### src/verilog/i3c_tx_pkg.sv
/*
 * i3c transmit path shared definitions
 * serializer mode encodings, scl and request bundles, bus timing constants
 */

package i3c_tx_pkg;

    // ========================================
    // bus timing
    // ========================================

    // system clocks per scl half period
    localparam int SCL_HALF   = 4;
    // sda low with scl high before the start is complete
    localparam int START_HOLD = 6;
    // bit counter width, counts 7 down to 0
    localparam int BIT_W      = 3;
    localparam int DATA_W     = 8;

    // derived counter widths
    localparam int HALF_W     = $clog2(SCL_HALF);
    localparam int HOLD_W     = $clog2(START_HOLD + 1);
    // window for chaining a byte after a repeated start, one scl period
    localparam int CHAIN_WAIT = 2 * SCL_HALF;
    localparam int CHAIN_W    = $clog2(CHAIN_WAIT + 1);

    // ========================================
    // types
    // ========================================

    // serializer modes, encodings shared with the rest of the controller
    typedef enum logic [2:0] {
        START_BIT      = 3'b000,
        SERIALIZING    = 3'b001,
        STOP           = 3'b010,
        PARITY         = 3'b011,
        HOLD_ZERO      = 3'b100,
        CTRL_NACK      = 3'b101,
        REPEATED_START = 3'b110,
        CTRL_ACK       = 3'b111
    } ser_mode_e;

    // scl level plus one-cycle strobes, asserted in the cycle the level changes
    typedef struct packed {
        logic level;
        logic pos_edge;
        logic neg_edge;
    } scl_t;

    // one transfer request; more selects repeated start over stop
    typedef struct packed {
        logic [DATA_W-1:0] data;
        logic              more;
    } tx_req_t;

endpackage
### src/verilog/i3c_tx_top.sv
/*
 * i3c/i2c transmit path top level
 * scl timing and frame sequencer run side by side, the serializer drives sda
 */

`timescale 1ns/1ps

module i3c_tx_top
    import i3c_tx_pkg::*;
(
    input  logic              i_clk,
    input  logic              i_rst_n,
    input  logic              i_tx_start,
    input  logic [DATA_W-1:0] i_tx_data,
    input  logic              i_tx_more,
    output logic              o_scl,
    output logic              o_sda,
    output logic              o_busy,
    output logic              o_frame_done
);

    scl_t             scl;
    logic             timer_cas;
    ser_mode_e        ser_mode;
    logic             ser_en;
    tx_req_t          req;
    logic [BIT_W-1:0] ser_count;
    logic             ser_count_done;
    logic             scl_run;
    logic             ser_mode_done;
    logic             start_pattern;
    logic             stop_pattern;
    logic             ser_s_data;

    scl_timing scl_timing_i (
        .i_clk           (i_clk),
        .i_rst_n         (i_rst_n),
        .i_scl_run       (scl_run),
        .i_start_pattern (start_pattern),
        .i_stop_pattern  (stop_pattern),
        .o_scl           (scl),
        .o_timer_cas     (timer_cas)
    );

    frame_sequencer frame_sequencer_i (
        .i_clk            (i_clk),
        .i_rst_n          (i_rst_n),
        .i_tx_start       (i_tx_start),
        .i_tx_data        (i_tx_data),
        .i_tx_more        (i_tx_more),
        .i_scl            (scl),
        .i_ser_mode_done  (ser_mode_done),
        .o_ser_mode       (ser_mode),
        .o_ser_en         (ser_en),
        .o_req            (req),
        .o_ser_count      (ser_count),
        .o_ser_count_done (ser_count_done),
        .o_scl_run        (scl_run),
        .o_busy           (o_busy),
        .o_frame_done     (o_frame_done)
    );

    controller_tx controller_tx_i (
        .i_clk            (i_clk),
        .i_rst_n          (i_rst_n),
        .i_scl            (scl),
        .i_ser_en         (ser_en),
        .i_ser_mode       (ser_mode),
        .i_ser_count      (ser_count),
        .i_ser_count_done (ser_count_done),
        .i_req            (req),
        .i_timer_cas      (timer_cas),
        .o_ser_s_data     (ser_s_data),
        .o_ser_mode_done  (ser_mode_done),
        .o_start_pattern  (start_pattern),
        .o_stop_pattern   (stop_pattern)
    );

    assign o_scl = scl.level;
    assign o_sda = ser_s_data;

endmodule

### src/verilog/controller_tx.sv
/*
 * controller transmit serializer
 * forms sda for the current mode and pulses mode done to advance the sequencer,
 * also requests start/stop patterns from the scl timing block
 */

`timescale 1ns/1ps

module controller_tx
    import i3c_tx_pkg::*;
(
    input  logic             i_clk,
    input  logic             i_rst_n,
    input  scl_t             i_scl,
    input  logic             i_ser_en,
    input  ser_mode_e        i_ser_mode,
    input  logic [BIT_W-1:0] i_ser_count,
    input  logic             i_ser_count_done,
    input  tx_req_t          i_req,
    input  logic             i_timer_cas,
    output logic             o_ser_s_data,
    output logic             o_ser_mode_done,
    output logic             o_start_pattern,
    output logic             o_stop_pattern
);

    // ========================================
    // serializer
    // ========================================

    always_ff @(posedge i_clk or negedge i_rst_n)
    begin : proc_serializer
        if (!i_rst_n)
        begin
            o_ser_s_data    <= 1'b1;
            o_ser_mode_done <= 1'b0;
            o_start_pattern <= 1'b0;
            o_stop_pattern  <= 1'b0;
        end
        else if (i_ser_en)
        begin
            // strobes and pattern requests drop unless the mode keeps them up
            o_ser_mode_done <= 1'b0;
            o_start_pattern <= 1'b0;
            o_stop_pattern  <= 1'b0;

            case (i_ser_mode)
                START_BIT:
                begin
                    o_ser_s_data <= 1'b1;
                    // sda falls under a high scl, then hold until the timer ends it
                    if (i_scl.level)
                    begin
                        o_ser_s_data <= 1'b0;
                        if (i_timer_cas)
                            o_ser_mode_done <= 1'b1;
                        else if (!o_ser_mode_done)
                            o_start_pattern <= 1'b1;
                    end
                end

                SERIALIZING:
                begin
                    // msb first, data only moves while scl is low
                    if (!i_scl.level)
                        o_ser_s_data <= i_req.data[i_ser_count];
                    o_ser_mode_done <= i_ser_count_done && i_scl.neg_edge;
                end

                PARITY:
                begin
                    // t-bit, odd parity over the byte
                    if (!i_scl.level)
                        o_ser_s_data <= ~^i_req.data;
                    o_ser_mode_done <= i_scl.neg_edge;
                end

                STOP:
                begin
                    if (i_scl.level)
                    begin
                        o_stop_pattern  <= 1'b1;
                        o_ser_s_data    <= 1'b1;
                        o_ser_mode_done <= !o_ser_mode_done;
                    end
                    else
                    begin
                        o_ser_s_data <= 1'b0;
                    end
                end

                REPEATED_START:
                begin
                    // high while scl is low, falls once scl is back high
                    o_ser_s_data    <= !i_scl.level;
                    o_ser_mode_done <= i_scl.pos_edge;
                end

                CTRL_ACK:
                begin
                    o_ser_s_data    <= 1'b0;
                    o_ser_mode_done <= i_scl.pos_edge;
                end

                CTRL_NACK:
                begin
                    o_ser_s_data    <= 1'b1;
                    o_ser_mode_done <= i_scl.pos_edge;
                end

                HOLD_ZERO:
                begin
                    o_ser_s_data <= 1'b0;
                end
            endcase
        end
        else
        begin
            // bus idle, sda released
            o_ser_s_data    <= 1'b1;
            o_ser_mode_done <= 1'b0;
            o_start_pattern <= 1'b0;
            o_stop_pattern  <= 1'b0;
        end
    end

endmodule

### src/verilog/frame_sequencer.sv
/*
 * frame sequencer
 * steps the serializer through start, data, t-bit and stop or repeated start,
 * latches the request and counts the data bits on scl falling edges
 */

`timescale 1ns/1ps

module frame_sequencer
    import i3c_tx_pkg::*;
(
    input  logic              i_clk,
    input  logic              i_rst_n,
    input  logic              i_tx_start,
    input  logic [DATA_W-1:0] i_tx_data,
    input  logic              i_tx_more,
    input  scl_t              i_scl,
    input  logic              i_ser_mode_done,
    output ser_mode_e         o_ser_mode,
    output logic              o_ser_en,
    output tx_req_t           o_req,
    output logic [BIT_W-1:0]  o_ser_count,
    output logic              o_ser_count_done,
    output logic              o_scl_run,
    output logic              o_busy,
    output logic              o_frame_done
);

    typedef enum logic [2:0] {
        ST_IDLE,
        ST_START,
        ST_SER,
        ST_PARITY,
        ST_STOP,
        ST_RSTART,
        ST_CHAIN
    } state_e;

    state_e             state;
    state_e             state_nxt;
    logic               accept;
    logic               chain_timeout;
    logic [CHAIN_W-1:0] wait_cnt;
    logic               bit_hi;

    // new requests only from idle or inside the chain window
    assign accept        = i_tx_start && (state == ST_IDLE || state == ST_CHAIN);
    assign chain_timeout = (wait_cnt == CHAIN_W'(CHAIN_WAIT - 1));

    always_comb
    begin
        state_nxt = state;
        case (state)
            ST_IDLE:   if (accept) state_nxt = ST_START;
            ST_START:  if (i_ser_mode_done) state_nxt = ST_SER;
            ST_SER:    if (i_ser_mode_done) state_nxt = ST_PARITY;
            ST_PARITY:
            begin
                if (i_ser_mode_done)
                    state_nxt = o_req.more ? ST_RSTART : ST_STOP;
            end
            ST_STOP:   if (i_ser_mode_done) state_nxt = ST_IDLE;
            ST_RSTART: if (i_ser_mode_done) state_nxt = ST_CHAIN;
            ST_CHAIN:
            begin
                if (accept)
                    state_nxt = ST_START;
                else if (chain_timeout)
                    state_nxt = ST_STOP;
            end
            default:   state_nxt = ST_IDLE;
        endcase
    end

    // ========================================
    // state, bit counter, frame done
    // ========================================

    always_ff @(posedge i_clk or negedge i_rst_n)
    begin
        if (!i_rst_n)
        begin
            state        <= ST_IDLE;
            wait_cnt     <= '0;
            o_ser_count  <= '1;
            bit_hi       <= 1'b0;
            o_frame_done <= 1'b0;
        end
        else
        begin
            state <= state_nxt;
            wait_cnt <= (state == ST_CHAIN) ? wait_cnt + 1'b1 : '0;

            // a stop after a timed-out chain closes no new frame
            o_frame_done <= i_ser_mode_done &&
                            ((state == ST_STOP && !o_req.more) || state == ST_RSTART);

            if (state != ST_SER)
            begin
                o_ser_count <= '1;
                bit_hi      <= 1'b0;
            end
            else if (i_scl.pos_edge)
            begin
                bit_hi <= 1'b1;
            end
            else if (i_scl.neg_edge)
            begin
                // first fall after start only launches bit 7
                bit_hi <= 1'b0;
                if (bit_hi && o_ser_count != '0)
                    o_ser_count <= o_ser_count - 1'b1;
            end
        end
    end

    always_ff @(posedge i_clk)
    begin
        if (accept)
            o_req <= '{data: i_tx_data, more: i_tx_more};
    end

    // last bit has been on the bus through its high phase
    assign o_ser_count_done = bit_hi && (o_ser_count == '0);

    assign o_ser_en  = (state != ST_IDLE);
    assign o_busy    = (state != ST_IDLE);
    assign o_scl_run = (state == ST_SER) || (state == ST_PARITY) ||
                       (state == ST_STOP) || (state == ST_RSTART);

    always_comb
    begin
        case (state)
            ST_SER:    o_ser_mode = SERIALIZING;
            ST_PARITY: o_ser_mode = PARITY;
            ST_STOP:   o_ser_mode = STOP;
            ST_RSTART: o_ser_mode = REPEATED_START;
            // sda stays low under a parked scl until the next byte or a stop
            ST_CHAIN:  o_ser_mode = REPEATED_START;
            default:   o_ser_mode = START_BIT;
        endcase
    end

endmodule

### src/verilog/scl_timing.sv
/*
 * scl timing generator
 * divides the system clock into scl, flags its edges, parks scl high
 * during start/stop patterns and times the start hold
 */

`timescale 1ns/1ps

module scl_timing
    import i3c_tx_pkg::*;
(
    input  logic i_clk,
    input  logic i_rst_n,
    input  logic i_scl_run,
    input  logic i_start_pattern,
    input  logic i_stop_pattern,
    output scl_t o_scl,
    output logic o_timer_cas
);

    logic [HALF_W-1:0] half_cnt;
    logic [HOLD_W-1:0] hold_cnt;
    logic              park_high;

    // scl is held high whenever the sequencer stops the clock
    // or the serializer is forming a start or stop condition
    assign park_high = !i_scl_run || i_start_pattern || i_stop_pattern;

    // ========================================
    // scl divider and edge strobes
    // ========================================

    always_ff @(posedge i_clk or negedge i_rst_n)
    begin
        if (!i_rst_n)
        begin
            o_scl.level    <= 1'b1;
            o_scl.pos_edge <= 1'b0;
            o_scl.neg_edge <= 1'b0;
            half_cnt       <= '0;
        end
        else
        begin
            o_scl.pos_edge <= 1'b0;
            o_scl.neg_edge <= 1'b0;
            if (park_high)
            begin
                half_cnt <= '0;
                // release a low scl straight away
                if (!o_scl.level)
                begin
                    o_scl.level    <= 1'b1;
                    o_scl.pos_edge <= 1'b1;
                end
            end
            else if (half_cnt == HALF_W'(SCL_HALF - 1))
            begin
                half_cnt       <= '0;
                o_scl.level    <= !o_scl.level;
                o_scl.pos_edge <= !o_scl.level;
                o_scl.neg_edge <= o_scl.level;
            end
            else
            begin
                half_cnt <= half_cnt + 1'b1;
            end
        end
    end

    // ========================================
    // start hold timer
    // ========================================

    // counts while the start pattern is up, saturates at START_HOLD
    always_ff @(posedge i_clk or negedge i_rst_n)
    begin
        if (!i_rst_n)
        begin
            hold_cnt    <= '0;
            o_timer_cas <= 1'b0;
        end
        else
        begin
            if (!i_start_pattern)
                hold_cnt <= '0;
            else if (hold_cnt != HOLD_W'(START_HOLD))
                hold_cnt <= hold_cnt + 1'b1;

            // single pulse, the count has moved past the match next cycle
            o_timer_cas <= i_start_pattern && (hold_cnt == HOLD_W'(START_HOLD - 1));
        end
    end

endmodule

### config.mk
export PLATFORM = sky130hd
export DESIGN_NAME = i3c_tx_top
export DESIGN_NICKNAME = d
export VERILOG_FILES = /design/src/verilog/i3c_tx_pkg.sv /design/src/verilog/i3c_tx_top.sv /design/src/verilog/controller_tx.sv /design/src/verilog/frame_sequencer.sv /design/src/verilog/scl_timing.sv
export SDC_FILE = /design/constraint.sdc
export NUM_CORES = 1
export LEC_CHECK = 0
export ABC_CLOCK_PERIOD_IN_PS = 2800
export BUFFER_PORTS_ARGS = -buffer_cell sky130_fd_sc_hd__buf_2
export CAP_MARGIN = 20
export CELL_PAD_IN_SITES_DETAIL_PLACEMENT = 1
export CELL_PAD_IN_SITES_GLOBAL_PLACEMENT = 2
export CORE_MARGIN = 2
export CORE_UTILIZATION = 35
export DETAILED_ROUTE_END_ITERATION = 8
export GPL_TIMING_DRIVEN = 0
export MAX_ROUTING_LAYER = met4
export PLACE_DENSITY_LB_ADDON = 0.1
export SLEW_MARGIN = 30
export SYNTH_ARGS = -nofsm -noshare
export SYNTH_HDL_FRONTEND = slang
export SYNTH_HIERARCHICAL = 1
export SYNTH_SLANG_ARGS = --single-unit
### constraint.sdc
create_clock -name i_clk -period 2.8 [get_ports i_clk]
set_clock_uncertainty 0.05 [all_clocks]
set_input_delay 0.42 -clock i_clk [delete_from_list [all_inputs] [get_ports i_clk]]
set_output_delay 0.42 -clock i_clk [all_outputs]
set_load 0.02 [all_outputs]
==> impl_metrics.env, run 1 <==
export IMPL_cts_hold_buffers=0
export IMPL_drt_iter0_drc=59
export IMPL_clockBufferDepth=2
export IMPL_die_w_um=76.4
export IMPL_rrSetupSlack_ns=0.60
export IMPL_leakage_nw=0.959
export IMPL_cpMaxStageDelayCell="a21boi_1"
export IMPL_critPathRequiredTime_ns=2.66
export IMPL_critPathKind="reg2reg"
export IMPL_vdd_drop_max_mv=0.302
export IMPL_setup_ws_ns=0.604
export IMPL_grt_pass1_wl_um=6740
export IMPL_timing_rr_end="frame_sequencer_i/o_req[6]$_DFFE_PP_"
export IMPL_seq_area_frac_synth_pct=49.1
export IMPL_final_cell_mix="20 x dfrtp_1, 18 x buf_2, 12 x a21oi_1, 12 x nor2_1, 11 x inv_1"
export IMPL_yosys_cell_types_count=48
export IMPL_reg2regPathDepth=3
export IMPL_end_kind="flip-flop"
export IMPL_rsz0062_at_grt="false"
export IMPL_core_rowCount=26
export IMPL_slew_violations=0
export IMPL_power_total_mw=1.94
export IMPL_setup_viol=0
export IMPL_synth_fp_nets=187
export IMPL_h_tree_depth=2
export IMPL_final_common_cell="dfrtp_1"
export IMPL_synth_edff_count=9
export IMPL_die_h_um=76.4
export IMPL_gp_congestion=0.810
export IMPL_async_reset_ff_share_pct=73.5
export IMPL_drive_gt1_share_pct=23.2
export IMPL_critPathTopFamily="compound AO/OA/AOI/OAI gates"
export IMPL_antenna_found_initial=0
export IMPL_preCtsSetupSlack_ns=0.618
export IMPL_reg2reg_from="frame_sequencer_i/state[2]$_DFFE_PN0P_"
export IMPL_worstPathArrival_ns=2.06
export IMPL_ff_latch_area_um2=902
export IMPL_ios=16
export IMPL_hpwl_um=2850
export IMPL_path_clk_slew_ns=0.08
export IMPL_multi_input_area_um2=855
export IMPL_final_hold_violation_count=0
export IMPL_max_stage_delay_ns=0.74
export IMPL_vias=1256
export IMPL_initial_core_util_pct=36.2
export IMPL_cts_sinks=34
export IMPL_post_cts_resized=0
export IMPL_area_delta_synth_final_pct=14.9
export IMPL_drtAntennaViolNets=0
export IMPL_ys_flop_type="dfrtp_1"
export IMPL_vias_per_cell=4.83
export IMPL_synthCells=167
export IMPL_crit_cells=3
export IMPL_setup_tns_ns=0
export IMPL_period_minus_slack_ns=2.20
export IMPL_grt_pass1_vias=1375
export IMPL_antenna_cells=0
export IMPL_worst_pin_slew_ns=0.894
export IMPL_cp_start_kind="flip-flop"
export IMPL_cts_root_buf="clkbuf_8"
export IMPL_yosys_warnings=6
export IMPL_grt_max_degree=26
export IMPL_post_route_util_pct=41.5
export IMPL_cts_tree="done"
export IMPL_powerDensity_mw_per_mm2=919
export IMPL_avgRoutedWirePerCell_um=14.7
export IMPL_post_cts_buffers=0
export IMPL_ys_seq_elements=34
export IMPL_fin_crit_sh_pct=78.4
export IMPL_maxSlewHeadroom_pct=40.3
export IMPL_path_cells="clkbuf_1 > nand3b_1 > a21boi_1"
export IMPL_clk_latency_ns=0.29
export IMPL_clock_fmax_ghz=0.455
export IMPL_grt_usage_pct=15.1
export IMPL_io_buffer_count=15
export IMPL_nets=209
export IMPL_hp_class="in2async"
export IMPL_crit_path_end="frame_sequencer_i/o_req[6]$_DFFE_PP_"
export IMPL_avgSynthCellArea_um2=11.0
export IMPL_drc=0
export IMPL_drtPass1Iterations=4
export IMPL_max_cap_violations=0
export IMPL_overflow=0
export IMPL_synthesis_area_mm2=0.00184
export IMPL_cp_max_fo=10
export IMPL_outcome="completed"
export IMPL_num_fill_cells=586
export IMPL_finalWirelength_um=3820
export IMPL_core_area_mm2=0.00507
export IMPL_crit_buf_inv=1
export IMPL_dieArea_mm2=0.00584
export IMPL_critPathLaunch="frame_sequencer_i/state[2]$_DFFE_PN0P_"
export IMPL_cts_buffers=5
==> metal layers <==
metal | wire [µm] | GRT usage (%)
met1 | 1820 | 18.7
met2 | 1860 | 23.9
met3 | 96 | 3.79
met4 | 50 | 5.45
met5 | 0 | -
==> power by group <==
group	switching (mW)	total [mW]	leakage [nW]	internal [mW]
registers	0.0897	0.709	0.403	0.620
clock network	0.183	0.448	0.0514	0.266
logic	0.424	0.780	0.504	0.355
==> worst reg2reg max path: stages (launching register included) <==
cell      delay [ns]
dfrtp_1         0.41
clkbuf_1        0.38
nand3b_1        0.25
a21boi_1        0.74
==> state kept, by name, summed over array words and instances, names as in the netlist, 2 cells and up <==
signal,cells
frame_sequencer_i/state,3
scl_timing_i/o_scl,3
scl_timing_i/half_cnt,2
frame_sequencer_i/o_ser_count,3
frame_sequencer_i/wait_cnt,4
scl_timing_i/hold_cnt,3
frame_sequencer_i/o_req,9
==> cells in the mapped netlist (2+ instances only) <==
cell      count  area (µm²)
mux2_2        2        22.5
dfrtp_1      20         500
and3_2        2        15.0
nand2_1       8        30.0
nand2b_1      3        18.8
nor2b_1       5        31.3
o21ai_0       2        10.0
o211ai_1      2        15.0
a21oi_1      12        60.1
buf_4         2        15.0
nor2_1       12        45.0
xor2_1        2        17.5
buf_2         3        15.0
and3_1        3        18.8
dfstp_2       5         131
nor3b_2       3        37.5
ha_1          8         100
and2_1        3        18.8
and3b_1       2        17.5
mux2i_1       3        30.0
inv_1        11        41.3
edfxtp_1      9         270
clkbuf_1      2        7.51
o21a_1        3        22.5
nor3b_1       2        15.0
xnor2_1      10        87.6
a21boi_0      2        15.0
o221ai_1      3        26.3
a31oi_1       2        12.5
nand3b_1      3        22.5
==> through the flow <==
stage | instances | instance area (µm²) | hold WS [ns]
floorplan | 167 | 1840 | 0.0744
global placement | 252 | 2000 | 0.396
detailed placement | 252 | 2000 | 0.408
CTS | 260 | 2110 | 0.0906
global route | 260 | 2110 | 0.106
finish | 260 | 2110 | 0.0780
==> worst min path at each step <==
| stage | slack [ns] | end | cells after the start |
|---|---|---|---|
| 4_1_cts | 0.09 | scl_timing_i/o_scl[1]$_DFF_PN0_ | 1 |
| 5_1_grt | 0.11 | scl_timing_i/o_scl[1]$_DFF_PN0_ | 1 |
| 3_3_place_gp | 0.40 | scl_timing_i/o_scl[0]$_DFF_PN0_ | 1 |
| 2_1_floorplan | 0.07 | controller_tx_i/o_ser_mode_done$_DFF_PN0_ | 0 |
| 6_report | 0.08 | scl_timing_i/half_cnt[1]$_DFF_PN0_ | 1 |
| 3_5_place_dp | 0.41 | scl_timing_i/o_scl[1]$_DFF_PN0_ | 1 |
==> cell type report <==
type,count,area share (%)
tap,70,4.15
buffer,7,1.78
timing repair buffer,15,3.56
clock inverter,2,1.78
inverter,11,1.96
multi-input combinational,115,40.5
sequential,34,42.8
clock buffer,6,3.44
==> cell families after synthesis <==
kind of cell / share of synthesized area [%]
xor gates and xnor gates: 5.73
AOI/OAI and AO/OA: 12.3
adders and majority gates: 5.45
buffers and inverters: 4.29
muxes: 3.48
and+or+nand+nor: 19.6
DFF: 49.1
(Power assumes the default switching activity.)
==> run 2, diff against run 1 <==
--- a/config.mk
+++ b/config.mk
@@ -5,13 +5,14 @@
 export SDC_FILE = /design/constraint.sdc
 export NUM_CORES = 1
 export LEC_CHECK = 0
-export ABC_CLOCK_PERIOD_IN_PS = 2800
+export ABC_AREA = 1
+export ABC_CLOCK_PERIOD_IN_PS = 2000
 export BUFFER_PORTS_ARGS = -buffer_cell sky130_fd_sc_hd__buf_2
 export CAP_MARGIN = 20
 export CELL_PAD_IN_SITES_DETAIL_PLACEMENT = 1
 export CELL_PAD_IN_SITES_GLOBAL_PLACEMENT = 2
 export CORE_MARGIN = 2
-export CORE_UTILIZATION = 35
+export CORE_UTILIZATION = 31
 export DETAILED_ROUTE_END_ITERATION = 8
 export GPL_TIMING_DRIVEN = 0
 export MAX_ROUTING_LAYER = met4
==> constraint.sdc (replaced) <==
create_clock -name i_clk -period 2 [get_ports i_clk]
set_clock_uncertainty 0.05 [all_clocks]
set_input_delay 0.3 -clock i_clk [delete_from_list [all_inputs] [get_ports i_clk]]
set_output_delay 0.3 -clock i_clk [all_outputs]
set_load 0.02 [all_outputs]
==> impl_metrics.env, run 2 <==
export IMPL_fin_crit_sh_pct=87.9
export IMPL_slew_violations=0
export IMPL_max_cap_violations=0
export IMPL_synthesis_area_mm2=0.00191
export IMPL_final_hold_violation_count=0
export IMPL_grt_usage_pct=14.4
export IMPL_synth_top_area_share_pct=26.2
export IMPL_holdWs_ns=0.131
export IMPL_synth_area_leaders="dfrtp_1 26%, nand2_1 15%, edfxtp_1 14%"
export IMPL_holdPathStages=1
export IMPL_setup_tns_ns=0
export IMPL_drtAntennaViolNets=0
export IMPL_clockBufferDepth=2
export IMPL_vias=1566
export IMPL_core_rowCount=28
export IMPL_cts_sinks=34
export IMPL_cts_tree="done"
export IMPL_final_cell_mix="77 x nand2_1, 34 x inv_1, 25 x nand3_1"
export IMPL_drive_gt1_share_pct=17.3
export IMPL_reg_largest_list="frame_sequencer_i/o_req (9), frame_sequencer_i/wait_cnt (4)"
export IMPL_worst_pin_slew_ns=0.567
export IMPL_path_clk_slew_ns=0.07
export IMPL_avgRoutedWirePerCell_um=11.6
export IMPL_clk_latency_ns=0.29
export IMPL_cp_start_kind="flip-flop"
export IMPL_ys_top_cells_by_count="77 x nand2_1, 36 x inv_1, 25 x nand3_1"
export IMPL_end_kind="flip-flop"
export IMPL_path_cells="inv_2 > nand2_2 > nor2_4 > inv_2 > nand2_1 > inv_1 > nand4_1 > nand3_1 > a21oi_1 > nand3_1 > nand2_1 > nand2_1"
export IMPL_max_stage_delay_ns=0.42
export IMPL_dieArea_mm2=0.00679
export IMPL_die_h_um=82.4
export IMPL_drtPass1Iterations=3
export IMPL_ys_flop_type="dfrtp_1"
export IMPL_gp_congestion=0.761
export IMPL_setup_viol=0
export IMPL_yosys_cell_types_count=27
export IMPL_io_buffer_count=15
export IMPL_crit_buf_inv=3
export IMPL_antenna_cells=0
export IMPL_ys_seq_elements=34
export IMPL_cpMaxStageDelayCell="dfrtp_1"
export IMPL_place_inst=336
export IMPL_grt_max_degree=26
export IMPL_initial_core_util_pct=32.2
export IMPL_antenna_found_initial=0
export IMPL_stdcell_count=346
export IMPL_hp_class="in2reg"
export IMPL_post_route_util_pct=37.7
export IMPL_outcome="completed"
export IMPL_worstPathArrival_ns=1.94
export IMPL_crit_top_cell="nand2_1"
export IMPL_powerDensity_mw_per_mm2=1270
export IMPL_leakage_nw=1.17
export IMPL_h_tree_depth=2
export IMPL_critPathRequiredTime_ns=2.18
export IMPL_yosysMostFrequentCell="nand2_1"
export IMPL_cp_max_fo=5
export IMPL_hpwl_um=3240
export IMPL_grt_pass1_vias=1631
export IMPL_drt_iter0_drc=36
export IMPL_synth_edff_count=9
export IMPL_nets=290
export IMPL_yosys_warnings=6
export IMPL_vdd_drop_max_mv=0.379
export IMPL_avgSynthCellArea_um2=7.75
export IMPL_synth_fp_nets=266
export IMPL_core_area_mm2=0.00592
export IMPL_synthCells=246
export IMPL_critPathTopFamily="simple AND/OR/NAND/NOR gates"
export IMPL_cts_root_buf="clkbuf_8"
export IMPL_rsz0062_at_grt="false"
export IMPL_vias_per_cell=4.53
export IMPL_cts_buffers=5
export IMPL_period_minus_slack_ns=1.76
export IMPL_yosys_area_top_type="dfrtp_1"
export IMPL_final_common_cell="nand2_1"
export IMPL_critPathKind="reg2reg"
export IMPL_reg2regPathDepth=12
export IMPL_regMostFlops="frame_sequencer_i/o_req"
export IMPL_finalWirelength_um=4030
export IMPL_seq_area_frac_synth_pct=47.3
export IMPL_async_reset_ff_share_pct=73.5
export IMPL_largest_reg_flops=9
export IMPL_clock_fmax_ghz=0.569
export IMPL_num_fill_cells=748
export IMPL_area_delta_synth_final_pct=16.9
export IMPL_ios=16
export IMPL_die_w_um=82.4
export IMPL_overflow=0
export IMPL_maxSlewHeadroom_pct=62.2
export IMPL_grt_pass1_wl_um=7150
export IMPL_drc=0
export IMPL_crit_cells=12
==> run 2: worst register-to-register path, stage by stage, from the launching register on <==
cell and delay, ns:
dfrtp_1 0.42, inv_2 0.11, nand2_2 0.07, nor2_4 0.14, inv_2 0.09, nand2_1 0.11
inv_1 0.11, nand4_1 0.15, nand3_1 0.09, a21oi_1 0.15, nand3_1 0.10, nand2_1 0.07
nand2_1 0.05
==> run 2: repair_timing <==
action | CTS | global route
hold buffers | 1 | 0
setup endpoints to repair | 0 | 12
setup buffers | 0 | 1
endpoints found under the hold margin | 20 | 0
resized for setup | 0 | 3
==> run 2: final timing paths <==
kind                                                             start                                         to  slack [ns]
worst max-delay path            frame_sequencer_i/state[0]$_DFFE_PN0P_   controller_tx_i/o_ser_s_data$_DFFE_PN1P_        0.24
worst min-delay path                                      i_tx_data[2]       frame_sequencer_i/o_req[3]$_DFFE_PP_        0.13
worst max register to register  frame_sequencer_i/state[0]$_DFFE_PN0P_   controller_tx_i/o_ser_s_data$_DFFE_PN1P_        0.24
worst min register to register      scl_timing_i/o_timer_cas$_DFF_PN0_  controller_tx_i/o_start_pattern$_DFF_PN0_        0.41
max in group asynchronous                                      i_rst_n          scl_timing_i/o_scl[2]$_DFFE_PN1P_        1.03
min in group asynchronous                                      i_rst_n    frame_sequencer_i/wait_cnt[3]$_DFF_PN0_        0.49
==> run 2: routing by layer <==
layer / up-vias / global-route usage, % / wire, µm
li1: 824 / - / -
met1: 725 / 16.1 / 1800
met2: 10 / 24.8 / 2040
met3: 7 / 3.26 / 102
met4: 0 / 6.00 / 80
met5: - / - / 0
==> run 2: per-stage QoR <==
stage	total power, mW	instance area (µm²)	worst slack [ns]
floorplan	1.82	1910	0.230
global placement	2.11	2080	0.0269
detailed placement	2.11	2080	0.0444
CTS	2.88	2220	0.0377
global route	3.12	2230	0.0143
finish	2.84	2230	0.242
==> run 2: final cells by class <==
class	instances	area, µm²	area share (%)
Tap cell	75	93.8	4.21
Inverter	41	154	6.90
Sequential cell	34	902	40.5
Clock buffer	5	68.8	3.09
Timing Repair Buffer	17	92.6	4.15
Clock inverter	3	63.8	2.86
Multi-Input combinational cell	169	836	37.5
Buffer	2	18.8	0.842
==> run 2: cells by family (layout without fill, tap and decap cells) <==
family / Yosys count / in the layout / share of synthesized area [%]
buffers and inverters: 43 / 68 / 9.06
adder cells (fa/ha/maj): 8 / 8 / 5.25
XOR/XNOR: 1 / 1 / 0.459
AO/OA/AOI/OAI: 20 / 20 / 5.71
flip-flops: 34 / 34 / 47.3
AND/OR/NAND/NOR: 140 / 140 / 32.2
==> run 2: where the power goes <==
group          total (mW)  switching (mW)  internal (mW)
clock network       0.749           0.256          0.493
registers           0.999           0.120          0.879
logic                1.09           0.707          0.385
total                2.84            1.08           1.76
